**src/rp_analog_pkg.sv**
```systemverilog
// fixed two-channel 14-bit datapath; widths are not meant to change, adc words carry 2 pad bits
package rp_analog_pkg;

  ////////////////////////////////////////////////////////////
  // widths
  ////////////////////////////////////////////////////////////

  localparam int ADC_WORD_W = 16;  // raw word from the converter
  localparam int ADC_PAD_W  = 2;   // reserved low bits, dropped
  localparam int SAMPLE_W   = 14;  // signed sample
  localparam int SUM_W      = 15;  // gen + ctl, one guard bit

  ////////////////////////////////////////////////////////////
  // scalar types
  ////////////////////////////////////////////////////////////

  typedef logic [ADC_WORD_W-1:0] adc_word_t;      // as seen on the pins
  typedef logic signed [SAMPLE_W-1:0] sample_t;   // two's complement
  typedef logic [SAMPLE_W-1:0] dac_code_t;        // offset, negative slope

  ////////////////////////////////////////////////////////////
  // per-channel pairs and config / status
  ////////////////////////////////////////////////////////////

  typedef struct packed {
    adc_word_t ch_a;
    adc_word_t ch_b;
  } adc_pair_t;

  typedef struct packed {
    sample_t ch_a;
    sample_t ch_b;
  } sample_pair_t;

  typedef struct packed {
    dac_code_t ch_a;
    dac_code_t ch_b;
  } dac_pair_t;

  // limiter window, inclusive on both ends
  typedef struct packed {
    sample_t max_val;
    sample_t min_val;
  } limit_cfg_t;

  typedef struct packed {
    limit_cfg_t ch_a;
    limit_cfg_t ch_b;
  } limit_cfg_pair_t;

  typedef struct packed {
    logic upper;  // clamped at max_val
    logic lower;  // clamped at min_val
  } railed_t;

  typedef struct packed {
    railed_t ch_a;
    railed_t ch_b;
  } railed_pair_t;

endpackage

```
**src/adc_frontend.sv**
```systemverilog
`timescale 1ns/1ps
// two low adc bits are discarded; loopback mux is combinational, so lim_dat_i reaches adc_dat_o directly
module adc_frontend (
  input  logic                        adc_clk,
  input  logic                        rst_n_i,
  input  rp_analog_pkg::adc_pair_t    adc_dat_i,       // raw converter words
  input  rp_analog_pkg::sample_pair_t lim_dat_i,       // limited dac sample
  input  logic                        digital_loop_i,  // 1 = feed dac back
  output rp_analog_pkg::sample_pair_t adc_dat_o        // to scope / controller
);

  import rp_analog_pkg::*;

  ////////////////////////////////////////////////////////////
  // input registers
  ////////////////////////////////////////////////////////////

  dac_code_t raw_a_q;  // 14 kept bits, still converter code
  dac_code_t raw_b_q;
  sample_t   adc_a;    // decoded ch a
  sample_t   adc_b;

  // would sit in the io block on hardware
  always_ff @(posedge adc_clk or negedge rst_n_i)
  begin
    if (!rst_n_i)
    begin
      // code that decodes to zero
      raw_a_q <= {1'b0, {(SAMPLE_W-1){1'b1}}};
      raw_b_q <= {1'b0, {(SAMPLE_W-1){1'b1}}};
    end
    else
    begin
      raw_a_q <= adc_dat_i.ch_a[ADC_WORD_W-1:ADC_PAD_W];  // pad bits gone
      raw_b_q <= adc_dat_i.ch_b[ADC_WORD_W-1:ADC_PAD_W];
    end
  end

  ////////////////////////////////////////////////////////////
  // negative slope -> two's complement
  ////////////////////////////////////////////////////////////

  // msb kept, rest inverted
  assign adc_a = {raw_a_q[SAMPLE_W-1], ~raw_a_q[SAMPLE_W-2:0]};
  assign adc_b = {raw_b_q[SAMPLE_W-1], ~raw_b_q[SAMPLE_W-2:0]};

  // digital loopback
  // no register here, the dac sample is already a flop output
  assign adc_dat_o.ch_a = digital_loop_i ? lim_dat_i.ch_a : adc_a;
  assign adc_dat_o.ch_b = digital_loop_i ? lim_dat_i.ch_b : adc_b;

endmodule

```
**src/output_limiter.sv**
```systemverilog
`timescale 1ns/1ps
// limits are static levels and must satisfy min_val <= max_val; all outputs one cycle behind inputs
module output_limiter (
  input  logic                           adc_clk,
  input  logic                           rst_n_i,
  input  rp_analog_pkg::sample_pair_t    gen_dat_i,    // generator sample
  input  rp_analog_pkg::sample_pair_t    ctl_dat_i,    // controller sample
  input  rp_analog_pkg::limit_cfg_pair_t limit_cfg_i,  // per-channel window
  output rp_analog_pkg::sample_pair_t    lim_dat_o,    // limited sample
  output rp_analog_pkg::railed_pair_t    railed_o,     // clamp status
  output rp_analog_pkg::sample_pair_t    center_o      // middle of window
);

  import rp_analog_pkg::*;

  ////////////////////////////////////////////////////////////
  // struct fields -> channel arrays, index 0 is ch a
  ////////////////////////////////////////////////////////////

  sample_t    gen_ch    [2];
  sample_t    ctl_ch    [2];
  limit_cfg_t cfg_ch    [2];
  sample_t    lim_ch    [2];
  railed_t    railed_ch [2];
  sample_t    center_ch [2];

  assign gen_ch[0] = gen_dat_i.ch_a;
  assign gen_ch[1] = gen_dat_i.ch_b;
  assign ctl_ch[0] = ctl_dat_i.ch_a;
  assign ctl_ch[1] = ctl_dat_i.ch_b;
  assign cfg_ch[0] = limit_cfg_i.ch_a;
  assign cfg_ch[1] = limit_cfg_i.ch_b;

  ////////////////////////////////////////////////////////////
  // per-channel sum, saturate, clamp
  ////////////////////////////////////////////////////////////

  for (genvar i = 0; i < 2; i++)
  begin : g_ch
    logic signed [SUM_W-1:0] sum;   // gen + ctl, sign extended
    logic signed [SUM_W-1:0] span;  // min + max, no overflow
    sample_t sat;                   // sum folded into 14 bits
    sample_t clamp;
    railed_t railed;
    sample_t lim_q;
    railed_t railed_q;
    sample_t center_q;

    assign sum  = gen_ch[i] + ctl_ch[i];
    assign span = cfg_ch[i].min_val + cfg_ch[i].max_val;

    // top two bits differ -> overflow, rail to the sign of the sum
    assign sat = (^sum[SUM_W-1:SUM_W-2]) ?
                 {sum[SUM_W-1], {(SAMPLE_W-1){~sum[SUM_W-1]}}} :
                 sum[SAMPLE_W-1:0];

    always_comb
    begin
      railed.upper = (sat > cfg_ch[i].max_val);  // above window
      railed.lower = (sat < cfg_ch[i].min_val);  // below window
      clamp        = sat;  // pass through by default
      if (railed.upper)
        clamp = cfg_ch[i].max_val;
      else if (railed.lower)
        clamp = cfg_ch[i].min_val;
    end

    always_ff @(posedge adc_clk or negedge rst_n_i)
    begin
      if (!rst_n_i)
      begin
        lim_q    <= '0;
        railed_q <= '0;
        center_q <= '0;
      end
      else
      begin
        lim_q    <= clamp;
        railed_q <= railed;
        center_q <= span[SUM_W-1:1];  // drop lsb = floor of half
      end
    end

    assign lim_ch[i]    = lim_q;
    assign railed_ch[i] = railed_q;
    assign center_ch[i] = center_q;

    // config sanity, an inverted window makes the clamp meaningless
    a_cfg_order : assert property (@(posedge adc_clk) disable iff (!rst_n_i)
      cfg_ch[i].min_val <= cfg_ch[i].max_val);

    // flags come from separate compares, exclusive only for a sane window
    a_railed_excl : assert property (@(posedge adc_clk) disable iff (!rst_n_i)
      !(railed_q.upper && railed_q.lower));
  end

  ////////////////////////////////////////////////////////////
  // back to pairs
  ////////////////////////////////////////////////////////////

  assign lim_dat_o.ch_a = lim_ch[0];
  assign lim_dat_o.ch_b = lim_ch[1];
  assign railed_o.ch_a  = railed_ch[0];
  assign railed_o.ch_b  = railed_ch[1];
  assign center_o.ch_a  = center_ch[0];
  assign center_o.ch_b  = center_ch[1];

endmodule

```
**src/dac_encoder.sv**
```systemverilog
`timescale 1ns/1ps
// both channels leave as parallel codes, no interleaving; resets to the mid-scale (zero) code
module dac_encoder (
  input  logic                        adc_clk,
  input  logic                        rst_n_i,
  input  rp_analog_pkg::sample_pair_t lim_dat_i,  // signed, limited
  output rp_analog_pkg::dac_pair_t    dac_dat_o   // unsigned dac code
);

  import rp_analog_pkg::*;

  ////////////////////////////////////////////////////////////
  // output register + signed -> offset, negative slope
  ////////////////////////////////////////////////////////////

  always_ff @(posedge adc_clk or negedge rst_n_i)
  begin
    if (!rst_n_i)
    begin
      dac_dat_o.ch_a <= {1'b0, {(SAMPLE_W-1){1'b1}}};  // encoding of 0
      dac_dat_o.ch_b <= {1'b0, {(SAMPLE_W-1){1'b1}}};
    end
    else
    begin
      // keep sign bit, invert magnitude bits
      dac_dat_o.ch_a <= {lim_dat_i.ch_a[SAMPLE_W-1], ~lim_dat_i.ch_a[SAMPLE_W-2:0]};
      dac_dat_o.ch_b <= {lim_dat_i.ch_b[SAMPLE_W-1], ~lim_dat_i.ch_b[SAMPLE_W-2:0]};
    end
  end

  // code is (mid-scale - 1) minus the sample, modulo 2^14
  // checked against the sample one cycle back
  a_dac_code : assert property (@(posedge adc_clk) disable iff (!rst_n_i)
    $past(rst_n_i) |->
      (dac_dat_o.ch_a == dac_code_t'({1'b0, {(SAMPLE_W-1){1'b1}}} - $past(lim_dat_i.ch_a))) &&
      (dac_dat_o.ch_b == dac_code_t'({1'b0, {(SAMPLE_W-1){1'b1}}} - $past(lim_dat_i.ch_b))));

endmodule

```
**src/analog_top.sv**
```systemverilog
`timescale 1ns/1ps
// adc_clk domain only; gen/ctl to dac is 2 cycles, adc to adc_dat_o is 1, limits are static levels
module analog_top (
  input  logic                           adc_clk,
  input  logic                           rst_n_i,
  // converter side
  input  rp_analog_pkg::adc_pair_t       adc_dat_i,       // raw adc words
  output rp_analog_pkg::dac_pair_t       dac_dat_o,       // dac codes
  // sample sources
  input  rp_analog_pkg::sample_pair_t    gen_dat_i,       // generator
  input  rp_analog_pkg::sample_pair_t    ctl_dat_i,       // controller
  // static configuration
  input  rp_analog_pkg::limit_cfg_pair_t limit_cfg_i,
  input  logic                           digital_loop_i,
  // to scope / controller
  output rp_analog_pkg::sample_pair_t    adc_dat_o,
  output rp_analog_pkg::railed_pair_t    railed_o,        // for integrator reset
  output rp_analog_pkg::sample_pair_t    center_o         // middle of out range
);

  import rp_analog_pkg::*;

  sample_pair_t lim_dat;  // limiter out, feeds dac and loopback

  ////////////////////////////////////////////////////////////
  // adc input
  ////////////////////////////////////////////////////////////

  adc_frontend u_adc_frontend (
    .adc_clk        (adc_clk       ),
    .rst_n_i        (rst_n_i       ),
    .adc_dat_i      (adc_dat_i     ),
    .lim_dat_i      (lim_dat       ),  // loopback source
    .digital_loop_i (digital_loop_i),
    .adc_dat_o      (adc_dat_o     )
  );

  ////////////////////////////////////////////////////////////
  // sum, saturation, limiting
  ////////////////////////////////////////////////////////////

  output_limiter u_output_limiter (
    .adc_clk     (adc_clk    ),
    .rst_n_i     (rst_n_i    ),
    .gen_dat_i   (gen_dat_i  ),
    .ctl_dat_i   (ctl_dat_i  ),
    .limit_cfg_i (limit_cfg_i),
    .lim_dat_o   (lim_dat    ),
    .railed_o    (railed_o   ),
    .center_o    (center_o   )
  );

  ////////////////////////////////////////////////////////////
  // dac output
  ////////////////////////////////////////////////////////////

  dac_encoder u_dac_encoder (
    .adc_clk   (adc_clk  ),
    .rst_n_i   (rst_n_i  ),
    .lim_dat_i (lim_dat  ),
    .dac_dat_o (dac_dat_o)
  );

endmodule

```
**config.mk**
```make
export PLATFORM = sky130hd
export DESIGN_NAME = analog_top
export DESIGN_NICKNAME = d
export VERILOG_FILES = /design/src/rp_analog_pkg.sv /design/src/adc_frontend.sv /design/src/output_limiter.sv /design/src/dac_encoder.sv /design/src/analog_top.sv
export SDC_FILE = /design/constraint.sdc
export NUM_CORES = 1
export LEC_CHECK = 0
export BUFFER_PORTS_ARGS = -buffer_cell sky130_fd_sc_hd__buf_2
export CAP_MARGIN = 20
export CORE_ASPECT_RATIO = 0.75
export CORE_MARGIN = 2
export CORE_UTILIZATION = 45
export CTS_BUF_LIST = sky130_fd_sc_hd__clkbuf_8 sky130_fd_sc_hd__clkbuf_16
export CTS_CLUSTER_SIZE = 12
export DETAILED_ROUTE_END_ITERATION = 10
export GPL_TIMING_DRIVEN = 0
export PLACE_DENSITY = 0.79
export RECOVER_POWER = 50
export SLEW_MARGIN = 30
export SYNTH_ARGS = -nofsm -noshare
export SYNTH_HDL_FRONTEND = slang
export SYNTH_SLANG_ARGS = --single-unit
```
**constraint.sdc**
```tcl
create_clock -name adc_clk -period 1.35 [get_ports adc_clk]
set_clock_uncertainty 0.2 [all_clocks]
set_input_delay 0.2025 -clock adc_clk [delete_from_list [all_inputs] [get_ports adc_clk]]
set_output_delay 0.2025 -clock adc_clk [all_outputs]
set_load 0.02 [all_outputs]
```
Yosys cells after proc, flatten, opt, wreduce, memory -nomap -nowiden
Cells that the tools add are included.
{"block": "totals", "reg_bits": 116, "latchBits": 0, "mem_bits_rw": 0, "rom_bits": 0, "input_bits": 147, "output_inout_bits": 88, "elab_cells": 36, "n_memories": 0}
{"block": "classes", "n_addsub": 4, "multipliers": 0, "div_mod_pow": 0, "n_lt_le_gt_ge": 4, "n_eq_ne": 0, "shift": 0, "n_mux": 8, "n_bitwise": 6, "n_reduce_logical": 2}
{"op": "14-bit 2-to-1 mux", "n": 8}
{"op": "14-bit by 14-bit adder with 15-bit output", "n": 4}
{"op": "13-bit inverter", "n": 4}
{"op": "14-bit greater-than comparator", "n": 2}
{"op": "14-bit < comparator", "n": 2}
{"op": "2-bit XOR reduction", "n": 2}
{"op": "1-bit inverter", "n": 2}

Depth between registers and ports, before layout
{"block": "depth", "depth_word": 6, "depth_mapped": 23, "depth_no_buf": 22}

Modules after synthesis
Synthesis repeated with hierarchy kept, for this count alone.
{"block": "hier_totals", "cells_unflattened": 850, "area_unflattened_um2": 8211.6}
{"module": "output_limiter", "n_inst": 1, "cells_per_inst": 708, "area_per_inst_um2": 6242.2, "seq_area_each_um2": 1501.4}
{"module": "adc_frontend", "n_inst": 1, "cells_per_inst": 88, "area_per_inst_um2": 1138.6, "seq_area_each_um2": 733.2}
{"module": "dac_encoder", "n_inst": 1, "cells_per_inst": 54, "area_per_inst_um2": 830.8, "seq_area_each_um2": 733.2}

Worst setup path after synthesis
No wires, ideal clock.
{"block": "synth_timing", "path_type": "input port to flip-flop", "from": "input port gen_dat_i[16] (netlist name)", "to": "register u_output_limiter.g_ch[0].lim_q[12]", "setup_time_ps": 96, "t_arrival_ps": 4680, "required_time_ps": 1054, "path_slack_ps": -3626, "path_stages": 22, "n_path_buf": 3, "cell_sequence": "ha_1 > o21ai_0 > o21ai_0 > a31oi_1 > a211oi_1 > a21oi_1 > o21bai_1 > xor2_1 > ha_1 > inv_1 > clkbuf_1 > o2bb2ai_1 > or2_2 > ha_1 > and3_1 > nand3_1 > or2_1 > a211o_1 > a221o_1 > buf_6 > buf_6 > a311oi_2"}
{"block": "synth_via", "elab_chain_len": 6, "word_cells_on_any_way": 8, "classes_between": "add/sub: 1; order compare: 2; mux: 3; bitwise: 1; reduce/logical: 1"}
{"element": "start: declaration", "line": "analog_top.sv:10", "rtl": "input rp_analog_pkg::sample_pair_t gen_dat_i,"}
{"element": "14-bit by 14-bit adder with 15-bit output (*)", "line": "output_limiter.sv:49", "rtl": "assign sum = gen_ch[i] + ctl_ch[i];"}
{"element": "2-bit XOR reduction / 1-bit inverter (equally long branches)", "line": "output_limiter.sv:53, output_limiter.sv:54"}
{"element": "14-bit 2-to-1 mux (*)", "line": "output_limiter.sv:53", "rtl": "assign sat = (^sum[SUM_W-1:SUM_W-2]) ?"}
{"element": "14-bit < comparator", "line": "output_limiter.sv:60", "rtl": "railed.lower = (sat < cfg_ch[i].min_val);"}
{"element": "14-bit 2-to-1 mux", "line": "output_limiter.sv:64", "rtl": "else if (railed.lower)"}
{"element": "14-bit 2-to-1 mux (*)", "line": "output_limiter.sv:62", "rtl": "if (railed.upper)"}
{"element": "via u_output_limiter.g_ch[0].clamp[12]", "line": "output_limiter.sv:43", "rtl": "sample_t clamp;"}
{"element": "end signal: assignment", "line": "output_limiter.sv:78", "rtl": "lim_q <= clamp;"}
{"element": "end: declaration", "line": "output_limiter.sv:45", "rtl": "sample_t lim_q;"}
The timed path passes the listed nets; every way through them passes the cells marked *.

==> impl_metrics.csv <==
group,metric,value,unit
grt,grt_use_total,33.50,%
synth,number_of_synthesized_flops_with_an_enable_pin,0,
drt,drt_pass1_iterations,8,
timing,worst_slack,-3758,ps
synth,synth_fp_nets,1123,
clock_network,clk-insertion-delay-late,410,ps
worst_setup_path,crit_fanout,5,
run_status,violations,"negative setup slack",
placement,dpl_worst_slack,-4445,ps
timing,maxClockFrequency,195.8,MHz
worst_setup_path,worst_path_arrival,5190,ps
worst_setup_path,r2r-start,"u_output_limiter.g_ch[1].lim_q[11]",
floorplan,chipHeight,121.8,um
placement,gp_congestion,0.9603,
min_path,worst_hold_path.num_cells,3,
worst_setup_path,timing.critical_path.to_type,"flop",
min_path,hold_end,"u_output_limiter.g_ch[0].center_q[10]",
run,drv_cap,0,
placement,dpl.hpwl,19.76,mm
worst_setup_path,startpoint_type,"input port",
finish,net_count_of_the_finished_layout,1575,
finish,flow.area_growth_from_synthesis,80.75,%
placement,io_buffer_count,229,
drt,post-route-drc-count,0,
drt,drtAntennaViolNets,0,
clock_network,clock_pin_slew_on_the_worst_setup_and_hold_paths,60,ps
drt,drt-wirelength-per-cell,22.74,um
timing,finalSetupTns,-122350,ps
drt,detail_route.vias_per_cell,5.967,
worst_setup_path,r2r-end,"u_dac_encoder.dac_dat_o[11]",
timing,relSlewSlack,52.59,%
pwr,power_per_cell_area,1697,nW/um^2
drt,wirelength,35.80,mm
clock_network,tritoncts_clock_tree,"yes",
timing,final-hold-violation-count,0,
clock_network,cts.htree.levels,4,
timing,min_period_over_period,378.4,%
timing,tightest_slew,704.7,ps
synth,synth_cell_types,68,
synth,synth_cells,860,
finish,share_of_cells_above_drive_strength_1,53.81,%
floorplan,start_util,45.49,%
grt,first_global_vias,9360,
synth,seq_area_frac_synth,35.66,%
synth,ys_ff_latch,116,
grt,first_pass_grt_wire_length,50.62,mm
drt,total_number_of_vias,9392,
floorplan,placement_rows,43,
timing,timing_max_transition_violations_final,0,
worst_setup_path,crit_start,"gen_dat_i[18]",
drt,initialDrtViolationCount,1005,
synth,synthArstFlopShare,100.0,%
worst_setup_path,r2r_setup_slack,560,ps
floorplan,design.core.area,18290,sq um
floorplan,num_io_pins,235,
grt,grt_antenna_before_repair,2,
worst_setup_path,worst-r2r-cell-count,1,
timing,final-setup-viol-count,132,
synth,synthesis.area,8322,sq um
pwr,irDropWorstVdd,0.001262,V
floorplan,die_x,161.0,um
pwr,static-leakage-power,6.759,nW
clock_network,clkSinkCount,116,
synth,postSynth.topFlopCell,"dfrtp_1",
synth,yosys_warns,0,
timing,rsz0062_at_grt,"yes",
worst_setup_path,worstPathRequired,1430,ps
floorplan,floorplan.die_area,19610,sq um
synth,synth_area_per_cell,9.676,sq um
clock_network,ctsLongestPathBuffers,2,
min_path,hp-class,"input port to flop",
clock_network,cts-root-buf,"clkbuf_16",
run_status,run_status,"finished with violations",
clock_network,tritoncts.num_buffers,17,
min_path,hold_path_startpoint,"limit_cfg_i[39]",
grt,grt_max_degree,80,
worst_setup_path,worstSetupPathType,"input port to flop",
timing,clock_period_minus_final_worst_setup_slack,5108,ps
grt,gr-total-overflow,0,
[through the flow]
stage	cells	utilization (%)	hold WS (ps)	power (mW)	area, sq um
2_1_floorplan	860	-	-293.1	11.66	8952
3_3_place_gp	1336	56.89	107.1	14.37	10410
3_5_place_dp	1337	57.10	-95.51	14.54	10450
4_1_cts	1548	77.61	-24.25	23.26	14200
5_1_grt	1574	82.23	14.77	26.52	15040
6_report	1574	82.23	23.84	25.53	15040
[placed cells by master (no fill, tap or decap), drive strengths merged, types with 4 or more instances in the layout]
master       netlist  final
buf               14    373
inv              105    116
ha               112    112
dlygate4sd3        0     71
dfrtp             64     64
nor2              54     54
dfstp             52     52
o21ai             45     45
a21oi             43     43
nand2             34     34
a211oi            30     30
clkbuf             9     28
mux2i             27     27
a311oi            23     23
a21o              21     21
xor2              20     20
nor3              20     20
xnor2             17     17
nand4             13     13
nor2b             13     13
o21a              12     12
nand3             12     12
a21boi            11     11
o31ai             10     10
and3              10     10
nand2b             8      8
or2                8      8
a31oi              7      7
o221ai             6      6
o211ai             5      5
o31a               5      5
o21bai             5      5
or3                4      4
fa                 4      4
[cell families (layout without fill, tap and decap cells)]
kind of cell    after synthesis  count (layout)  share of synthesized area (%)
fa+ha+maj                   116             116                          17.80
buf+inv                     128             593                          6.300
simple gates                184             184                          10.84
other cells                   0               2                              0
mux                          29              29                          3.518
xor+xnor                     37              37                          3.894
flops                       116             116                          35.66
compound gates              250             250                          21.98
[per-layer routing]
metal | vias up | wire length [um] | global-route usage, %
met5 | - | 0 | 0
met4 | 0 | 1678 | 11.44
met2 | 663 | 16940 | 55.18
met3 | 188 | 3351 | 8.069
li1 | 4062 | - | -
met1 | 4479 | 13830 | 43.65
[repair_timing]
item                                    CTS  global route
cloned                                    6             1
endpoints found under the setup margin  112           139
endpoints found under the hold margin   141             0
resized for setup                       337           171
hold buffers                             74             0
pin swaps                               110            88
setup buffers                           102            38
[report_power, final]
| group | switching, mW | internal, mW |
|---|---|---|
| Clock | 1.91 | 2.63 |
| Sequential | 0.553 | 4.91 |
| Combinational | 8.20 | 7.34 |
[worst max-delay path by stage]
stage          slack, ps  depth (start not counted)                            endpoint
3_3_place_gp       -4350                         22   u_output_limiter.g_ch[0].lim_q[7]
5_1_grt            -3790                         24   u_output_limiter.g_ch[0].lim_q[7]
6_report           -3760                         25   u_output_limiter.g_ch[0].lim_q[3]
3_5_place_dp       -4440                         22   u_output_limiter.g_ch[0].lim_q[9]
2_1_floorplan      -3270                         22  u_output_limiter.g_ch[0].lim_q[12]
4_1_cts            -3410                         24   u_output_limiter.g_ch[0].lim_q[7]
[cells in the mapped netlist (5+ instances only)]
cell type  instances  share of area (%)
a21oi_1           41                2.5
or2_2              7               0.53
a21o_1            20                1.8
buf_2              5               0.30
nor2b_1           13               0.98
o21ai_0           44                2.6
a21boi_0          11               0.99
and3_1            10               0.75
nand2b_1           8               0.60
o211ai_1           5               0.45
nand3_1           12               0.72
dfrtp_1           64                 19
xor2_1            20                2.1
a31oi_1            7               0.53
dfstp_2           52                 16
a211oi_1          30                2.7
xnor2_1           17                1.8
o21a_1            12                1.1
o21bai_1           5               0.45
nand4_1           13               0.98
o221ai_1           6               0.63
mux2i_1           27                3.2
nand2_1           34                1.5
a311oi_1          16                1.7
clkbuf_1           9               0.41
o31a_1             5               0.53
a311oi_2           7                1.3
nor3_1            20                1.2
o31ai_1            9               0.81
nor2_1            52                2.3
inv_1            105                4.7
ha_1             112                 17
[sequential cells by signal, summed over array words and instances (netlist names)]
name                            count
u_dac_encoder.dac_dat_o            28
u_output_limiter.g_ch.center_q     28
u_output_limiter.railed_o           4
u_output_limiter.g_ch.lim_q        28
u_adc_frontend.raw_b_q             14
u_adc_frontend.raw_a_q             14
[cell type report]
class | count | area, sq um
Clock buffer | 17 | 425.4
Multi-Input combinational cell | 616 | 6715
Tap cell | 247 | 309.0
Sequential cell | 116 | 2968
Clock inverter | 15 | 157.7
Timing Repair Buffer | 433 | 3724
Buffer | 23 | 316.6
Fill cell | 926 | 3251
Inverter | 105 | 421.7
Antenna cell | 2 | 5.005
[worst max-delay path, stage by stage]
cell and delay (ps):
buf_2 120, ha_4 280, o21ai_0 80, nand2b_1 200, a31oi_4 130, a211oi_2 260
a21oi_1 110, o21bai_1 220, xor2_1 290, ha_4 290, clkbuf_16 160, buf_4 140
nand2b_1 170, o21ai_0 190, ha_1 320, and3_4 210, nand3_4 90, or2_4 260
a211o_1 330, a221o_1 430, inv_2 120, buf_6 150, buf_4 120, a211oi_2 30
a311oi_2 280
Note: power is estimated with default switching activity, not from simulation.
